$ cat config.mk
export PLATFORM = sky130hd
export DESIGN_NAME = freq_display_top
export DESIGN_NICKNAME = d
export VERILOG_FILES = /design/src/verilog/freq_pkg.sv /design/src/verilog/edge_gate_counter.sv /design/src/verilog/hex2bcd.sv /design/src/verilog/segment_scanner.sv /design/src/verilog/freq_display_top.sv
export SDC_FILE = /design/constraint.sdc
export NUM_CORES = 1
export LEC_CHECK = 0
export ABC_CLOCK_PERIOD_IN_PS = 5400
export BUFFER_PORTS_ARGS = -buffer_cell sky130_fd_sc_hd__buf_2
export CAP_MARGIN = 0
export CORE_AREA = 3 3 135 137
export CTS_BUF_LIST = sky130_fd_sc_hd__clkbuf_4
export DETAILED_ROUTE_END_ITERATION = 6
export DIE_AREA = 0 0 138 140
export PLACE_DENSITY = 0.72
export SYNTH_ARGS = -nofsm -noshare
export SYNTH_HDL_FRONTEND = slang
export SYNTH_HIERARCHICAL = 1
export SYNTH_SLANG_ARGS = --single-unit
export TNS_END_PERCENT = 5
$ cat constraint.sdc
create_clock -name clock -period 5.4 [get_ports clock]
set_input_delay 1.08 -clock clock [delete_from_list [all_inputs] [get_ports clock]]
set_output_delay 1.08 -clock clock [all_outputs]
set_load 0.02 [all_outputs]
$ cat src/verilog/freq_pkg.sv
/*
 frequency counter shared definitions
 gate timing, digit count, scan rate and the words passed between blocks
*/

package freq_pkg;

	// gate window in system clocks
	localparam logic [12:0] gate_cycles = 13'd4096;

	// edge count width, wide enough for any window
	localparam int count_width = 24;

	// display geometry and scan rate
	localparam int bcd_digits = 8;
	localparam int digit_cycles = 16;

	// position of the lit decimal point
	localparam int dp_digit = 2;

	// one window's edge count with its strobe
	typedef struct packed {
		logic [count_width-1:0] value;
		logic valid;
	} count_t;

	// packed bcd, digit 0 in the low nibble
	typedef logic [bcd_digits-1:0][3:0] bcd_t;

	// segments g,f,e,d,c,b,a,dp and one-hot anodes, both active high
	typedef struct packed {
		logic [7:0] cathode;
		logic [7:0] anode;
	} display_t;

endpackage

$ cat src/verilog/edge_gate_counter.sv
/*
 gated edge counter
 synchronizes the unknown signal, counts its rising edges over each
 gate window and publishes the total on the last cycle of the window
*/

`timescale 1ns/1ps

module edge_gate_counter (
	input logic clock,
	input logic reset,
	input logic unknown,
	output freq_pkg::count_t count
);

	// two flop synchronizer then the edge detect flop
	logic sync_1;
	logic sync_2;
	logic detect;
	logic rising;

	// position inside the current window
	logic [12:0] gate_count;
	logic last_cycle;

	// edges seen so far this window
	logic [freq_pkg::count_width-1:0] edges;

	always_ff @(posedge clock) begin
		if (reset) begin
			sync_1 <= 1'b0;
			sync_2 <= 1'b0;
			detect <= 1'b0;
		end else begin
			sync_1 <= unknown;
			sync_2 <= sync_1;
			detect <= sync_2;
		end
	end

	// new high level that the detect flop has not yet seen
	assign rising = sync_2 & ~detect;

	assign last_cycle = (gate_count == freq_pkg::gate_cycles - 13'd1);

	always_ff @(posedge clock) begin
		if (reset) begin
			gate_count <= '0;
		end else if (last_cycle) begin
			gate_count <= '0;
		end else begin
			gate_count <= gate_count + 13'd1;
		end
	end

	// on the last cycle publish the total, restart with this cycle's edge
	always_ff @(posedge clock) begin
		if (reset) begin
			edges <= '0;
			count.valid <= 1'b0;
			count.value <= '0;
		end else begin
			count.valid <= last_cycle;
			if (last_cycle) begin
				count.value <= edges;
				edges <= rising ? freq_pkg::count_width'(1) : '0;
			end else if (rising) begin
				edges <= edges + 1'b1;
			end
		end
	end

endmodule

$ cat src/verilog/hex2bcd.sv
/*
 binary to bcd converter
 sequential double dabble, one input bit per clock,
 done pulses 25 clocks after start
*/

`timescale 1ns/1ps

module hex2bcd (
	input logic clock,
	input logic reset,
	input logic start,
	input logic [freq_pkg::count_width-1:0] binary,
	output freq_pkg::bcd_t bcd,
	output logic done
);

	localparam int step_width = $clog2(freq_pkg::count_width + 1);

	logic busy;
	logic [step_width-1:0] step;

	// working registers, binary bits leave from the top
	logic [freq_pkg::count_width-1:0] shifter;
	freq_pkg::bcd_t work;

	// any digit of five or more gets three added before the shift
	function automatic freq_pkg::bcd_t add_three(input freq_pkg::bcd_t value);
		freq_pkg::bcd_t result;
		result = value;
		for (int i = 0; i < freq_pkg::bcd_digits; i++) begin
			if (value[i] >= 4'd5) begin
				result[i] = value[i] + 4'd3;
			end
		end
		return result;
	endfunction

	// control
	always_ff @(posedge clock) begin
		if (reset) begin
			busy <= 1'b0;
			step <= '0;
			done <= 1'b0;
		end else begin
			done <= 1'b0;
			if (!busy) begin
				// start while busy is simply not looked at
				if (start) begin
					busy <= 1'b1;
					step <= '0;
				end
			end else if (step == step_width'(freq_pkg::count_width)) begin
				// finish cycle
				busy <= 1'b0;
				done <= 1'b1;
			end else begin
				step <= step + 1'b1;
			end
		end
	end

	// datapath
	always_ff @(posedge clock) begin
		if (!busy && start) begin
			shifter <= binary;
			work <= '0;
		end else if (busy && step != step_width'(freq_pkg::count_width)) begin
			{work, shifter} <= {add_three(work), shifter} << 1;
		end
	end

	// result held until the next finish
	always_ff @(posedge clock) begin
		if (busy && step == step_width'(freq_pkg::count_width)) begin
			bcd <= work;
		end
	end

endmodule

$ cat src/verilog/segment_scanner.sv
/*
 seven segment scanner
 steps through the eight bcd digits, drives one anode at a time
 and decodes the selected digit onto the shared segment lines
*/

`timescale 1ns/1ps

module segment_scanner (
	input logic clock,
	input logic reset,
	input freq_pkg::bcd_t digits,
	output freq_pkg::display_t display
);

	localparam int dwell_width = $clog2(freq_pkg::digit_cycles);
	localparam int index_width = $clog2(freq_pkg::bcd_digits);

	// clocks spent on the current digit
	logic [dwell_width-1:0] dwell;

	// digit now lit
	logic [index_width-1:0] index;

	logic [3:0] nibble;

	// segments g,f,e,d,c,b,a
	logic [6:0] segments;

	logic point;

	always_ff @(posedge clock) begin
		if (reset) begin
			dwell <= '0;
			index <= '0;
		end else if (dwell == dwell_width'(freq_pkg::digit_cycles - 1)) begin
			dwell <= '0;
			// wraps from digit 7 back to digit 0
			index <= index + 1'b1;
		end else begin
			dwell <= dwell + 1'b1;
		end
	end

	assign nibble = digits[index];

	// segment table, a is the low bit
	always_comb begin
		case (nibble)
			4'd0: segments = 7'b0111111;
			4'd1: segments = 7'b0000110;
			4'd2: segments = 7'b1011011;
			4'd3: segments = 7'b1001111;
			4'd4: segments = 7'b1100110;
			4'd5: segments = 7'b1101101;
			4'd6: segments = 7'b1111101;
			4'd7: segments = 7'b0000111;
			4'd8: segments = 7'b1111111;
			4'd9: segments = 7'b1101111;
			// non decimal codes stay dark
			default: segments = 7'b0000000;
		endcase
	end

	// fixed decimal point position
	assign point = (index == index_width'(freq_pkg::dp_digit));

	// same cycle as the anode, so cathode and anode always agree
	assign display.cathode = {segments, point};
	assign display.anode = 8'b1 << index;

endmodule

$ cat src/verilog/freq_display_top.sv
/*
 frequency counter with seven segment readout
 counts edges per gate window, converts each count to bcd,
 buffers the reading and scans it onto the display
*/

`timescale 1ns/1ps

module freq_display_top (
	input logic clock,
	input logic reset,
	input logic unknown,
	output freq_pkg::bcd_t reading,
	output logic reading_valid,
	output freq_pkg::display_t display
);

	// counter result, strobed once per window
	freq_pkg::count_t count;

	// count held for the converter
	logic [freq_pkg::count_width-1:0] held_value;
	logic start;

	// converter result
	freq_pkg::bcd_t converted;
	logic done;

	edge_gate_counter edge_gate_counter_inst (
		.clock(clock),
		.reset(reset),
		.unknown(unknown),
		.count(count)
	);

	// capture the count, kick the converter one clock later
	always_ff @(posedge clock) begin
		if (count.valid) begin
			held_value <= count.value;
		end
	end

	always_ff @(posedge clock) begin
		if (reset) begin
			start <= 1'b0;
		end else begin
			start <= count.valid;
		end
	end

	hex2bcd hex2bcd_inst (
		.clock(clock),
		.reset(reset),
		.start(start),
		.binary(held_value),
		.bcd(converted),
		.done(done)
	);

	// display buffer, also the reading port
	always_ff @(posedge clock) begin
		if (reset) begin
			reading <= '0;
			reading_valid <= 1'b0;
		end else begin
			reading_valid <= done;
			if (done) begin
				reading <= converted;
			end
		end
	end

	// scanner shows the buffer, not the converter's working value
	segment_scanner segment_scanner_inst (
		.clock(clock),
		.reset(reset),
		.digits(reading),
		.display(display)
	);

endmodule

[Word level (Yosys, flattened, before mapping)]
Memories as Yosys holds them, arrays and structs flattened.
Cells that the tools add are included.
Word-level totals
  memories: 1
  input port bits: 3
  word-level logic and storage cells: 106
  ROM bits: 112
  register bits: 225
  output and inout bits: 49
Operators by class
  mux-type cells: 22
  $lt $le $gt $ge: 9
  shift operators: 1
  eq/ne operators: 6
  $add $sub $neg: 13
  reduce and logical (&&, ||, !) cells: 11
  bitwise logic cells: 3
Memories
  (name not given): words 16, bits a word 7, rd ports 1, clocked after memory_dff 0, write ports 0, RTL line segment_scanner.sv:49  | case (nibble)
Operator list (number)
  24-bit two-way mux: 4
  4-bit by 3-bit >= comparator with 1-bit output, second input constant: 8
  4-bit two-way mux: 8
  4-bit by 2-bit adder with 4-bit output, second input constant: 7
  24-bit by 1-bit adder with 24-bit output, second input constant: 1
  5-bit two-way mux: 3
  13-bit by 1-bit adder with 13-bit output, second input constant: 1
  13-bit by 12-bit equality test with 1-bit output, second input constant: 1
  4-bit binary-select mux with 3-bit select: 1
  1-bit by 3-bit left shift with 8-bit output, first input constant: 1
  2-bit nonzero test: 3
  2-bit OR reduction: 3
  5-bit by 1-bit adder with 5-bit output, second input constant: 1
  5-bit equality test, second input constant: 1
  1-bit two-way mux: 5
  5-bit inequality test, second input constant: 1
  4-bit by 1-bit adder with 4-bit output, second input constant: 1
  4-bit equality test, second input constant: 1
  3-bit by 4-bit < comparator with 1-bit output, second input constant: 1
  3-bit by 1-bit adder with 3-bit output, second input constant: 1
  3-bit by 2-bit adder with 3-bit output, second input constant: 1
  3-bit by 2-bit equality test with 1-bit output, second input constant: 1
  1-bit logical AND: 3
  3-bit two-way mux: 1
  other kinds (5): 6

[Depth between registers and ports, before layout]
  word-level depth: 4
  mapped depth: 8
  gate-level depth less buffers: 7

[Hierarchy]
Netlist, hierarchy kept.
Modules (own cells, without submodules)
  hex2bcd: cells an instance 376, instances 1, seq. area each 2462.4 µm², area each 4090.2 µm²
  edge_gate_counter: cells an instance 250, instances 1, seq. area each 1301.2 µm², area each 2484.9 µm²
  freq_display_top: cells an instance 132, instances 1, seq. area each 1401.3 µm², area each 1943.1 µm²
  segment_scanner: cells an instance 84, instances 1, seq. area each 140.1 µm², area each 870.8 µm²

[Least setup slack after synthesis]
Ideal clock, no wire load.
  path kind: register to output
  from: register segment_scanner_inst.index[0]
  to: output port display[12] (netlist bit)
  path buffers: 1
  arrival: 2.203 ns
  cell stages (with the launch flop): 9
  setup slack: 2.117 ns
  data required time: 4.320 ns
  cells stage by stage: dfxtp_1 -> buf_6 -> mux4_1 -> mux2i_1 -> inv_1 -> ha_1 -> inv_1 -> mux2i_1 -> o22ai_1
RTL lines
  start, declared: RTL line segment_scanner.sv:23  | logic [index_width-1:0] index;
  start signal, assigned: RTL line segment_scanner.sv:39  | index <= index + 1'b1;
  end, declared: RTL line freq_display_top.sv:15  | output freq_pkg::display_t display

==> run metrics <==
Final setup viols 0; design area 10400 um2; Total Routing Usage GR 0.167; CP Class flip-flop to output port; crit-path max FO 12; row count 48; Hold Buf Count CTS 0; latest clock arrival within the worst-skew pair 0.67 ns; Num CTS Buffers 56; area of placed instances 9670 um2; Final TNS setup 0 ns; Synth-to-Final Area Change 10.8%; slew of the pin with the lowest slew margin 1.12 ns; #FFs+latches synth 225; Post-DRT Antenna Nets 0; vias in the first global route 5722; final layout net count 951; Util after Layout 0.606; reg2reg setup slack 2.92 ns; Core Footprint 17200 um2; die width 138 um; Gate Count Post-Synth 842; min cycle time layout 4.32 ns; Mapped Area 9390 um2; largest net degree at the start of global routing 60; fmax 0.232 GHz; DR vias 6138; area of the multi-input gates 3670 um2; WL final 16.2 mm; clk sinks 225; DRC 0; hold crit path type flip-flop to flip-flop; initial antenna violation count 1; worst endpoint data arrival time 3.24 ns; Max Transition Viols Final 0; commonest non-fill, non-tap cells in the layout dfxtp_1, nand2_1, edfxtp_1; DR WL/cell 13.7 um; Slew headroom 0.256; HPWL after detailed placement 10.3 mm; status completed; main combinational cell family by area after synthesis simple AND/OR/NAND/NOR gates; Pleak 0.00396 uW; Seq/Total Area, Yosys 0.565; mux contribution to synthesized area 0.0766; Post-Synth XOR/XNOR Area 0.0345; Setup crit end kind output port; skew final 0.0485 ns; share of cells above drive strength 1 0.177; RSZ-0062 raised after global routing false; CTS Buffer Depth 3; sequential cell area 5310 um2; Post-synth EDFFs 80; Synth Area in Compound Gates 0.0796; critical path launch point type flip-flop; Synth Area in Adders 0.0440; Initial Util 0.547; Root Driver clkbuf_4; total nets after synthesis 878; pwr dens 328 nW/um2; first-pass GRT wire length 27.4 mm; asr flop ratio synth 0; distinct cell type count after synthesis 56; # fillers 1437; Final Cycle Share 0.799; RePlAce Congestion 0.873; Synth Area in Simple Gates 0.156; number of gates resized after CTS 0; Remaining Overflow, GRT 0; IO Port Bufs 51; Fin. Hold Viols 0; syn_area_per_cell 11.2 um2; DR pass1 iterations 4; vias per cell 5.17; max_cap viols 0; WP data required 4.32 ns; die area 19300 um2; YS warnings 6; Die H 140 um; Worst VDD drop 180 uV; most common cell after layout, fill and taps aside dfxtp_1; TritonCTS clock tree built; Ports 52; htree depth 2; clk slew on worst S/H paths 0.07 ns; top_reg_cell synth dfxtp_1; Setup Fix Bufs, Post-CTS 0; Initial DRC Count 249
-- cell families after synthesis --
group,Yosys count
flops,225
xor+xnor,37
buf+inv,71
compound gates,122
mux,56
fa+ha+maj,33
simple gates,298
-- where the power goes --
part	total [uW]	internal [uW]	switching, uW
registers	1830	1790	44.5
logic	179	86.7	92.3
clock network	1400	731	665
total	3410	2610	802
-- synthesized netlist by cell type (all sizes together) (24+ instances only) --
| cell | count | area (um2) |
|---|---|---|
| a21oi | 39 | 199 |
| o21ai | 42 | 210 |
| ha | 33 | 413 |
| dfxtp | 145 | 2900 |
| nor2 | 79 | 297 |
| buf | 32 | 265 |
| xnor2 | 25 | 219 |
| edfxtp | 80 | 2400 |
| nand3 | 48 | 240 |
| mux2i | 39 | 415 |
| nand2 | 89 | 349 |
| inv | 29 | 109 |
| a22o | 24 | 210 |
-- layout make-up --
class	instances	share of cell area
antenna	1	0.000241
clock buffer	79	0.0570
clock inverter	26	0.0132
inverter	30	0.0108
multi-input combinational	546	0.353
sequential	225	0.510
tap	225	0.0271
timing repair buffer	56	0.0281
-- through the flow --
step / power, uW / hold slack (ns) / instances / setup slack (ns)
global placement: 2040 / 0.420 / 1082 / 1.81
global route: 3600 / 0.441 / 1188 / 0.800
detailed placement: 2050 / 0.417 / 1082 / 1.75
floorplan: 2010 / 0.409 / 842 / 2.12
CTS: 3470 / 0.426 / 1187 / 1.01
finish: 3410 / 0.427 / 1188 / 1.08
-- worst max-delay path: stages, from the launching register on --
cell,delay (ns)
dfxtp_1,0.68
mux4_1,0.63
mux2i_1,0.45
inv_1,0.14
ha_1,0.23
inv_1,0.05
mux2i_1,0.08
o22ai_1,0.14
buf_2,0.19
-- final timing paths --
kind / from / end / cells after the start
worst max-delay path: segment_scanner_inst/index[0]$_SDFFE_PP0N_ / display[9] / 8
worst min-delay path: edge_gate_counter_inst/count[4]$_SDFFE_PP0P_ / held_value[3]$_DFFE_PP_ / 0
worst max register to register: hex2bcd_inst/step[0]$_SDFFE_PP0P_ / hex2bcd_inst/shifter[2]$_DFFE_PP_ / 5
worst min register to register: edge_gate_counter_inst/count[4]$_SDFFE_PP0P_ / held_value[3]$_DFFE_PP_ / 0
-- registers in the layout, indices dropped and copies added, names as in the netlist, 4 cells and up --
name / count
reading: 32
edge_gate_counter_inst/gate_count: 13
hex2bcd_inst/step: 5
segment_scanner_inst/dwell: 4
edge_gate_counter_inst/count: 25
hex2bcd_inst/bcd: 32
edge_gate_counter_inst/edges: 24
hex2bcd_inst/work: 32
held_value: 24
hex2bcd_inst/shifter: 24
-- per-layer routing --
metal	wire length [um]	track usage
met5	0	0
met3	804	0.0478
met1	7720	0.217
met4	264	0.0634
met2	7440	0.267
(Power assumes the default switching activity.)
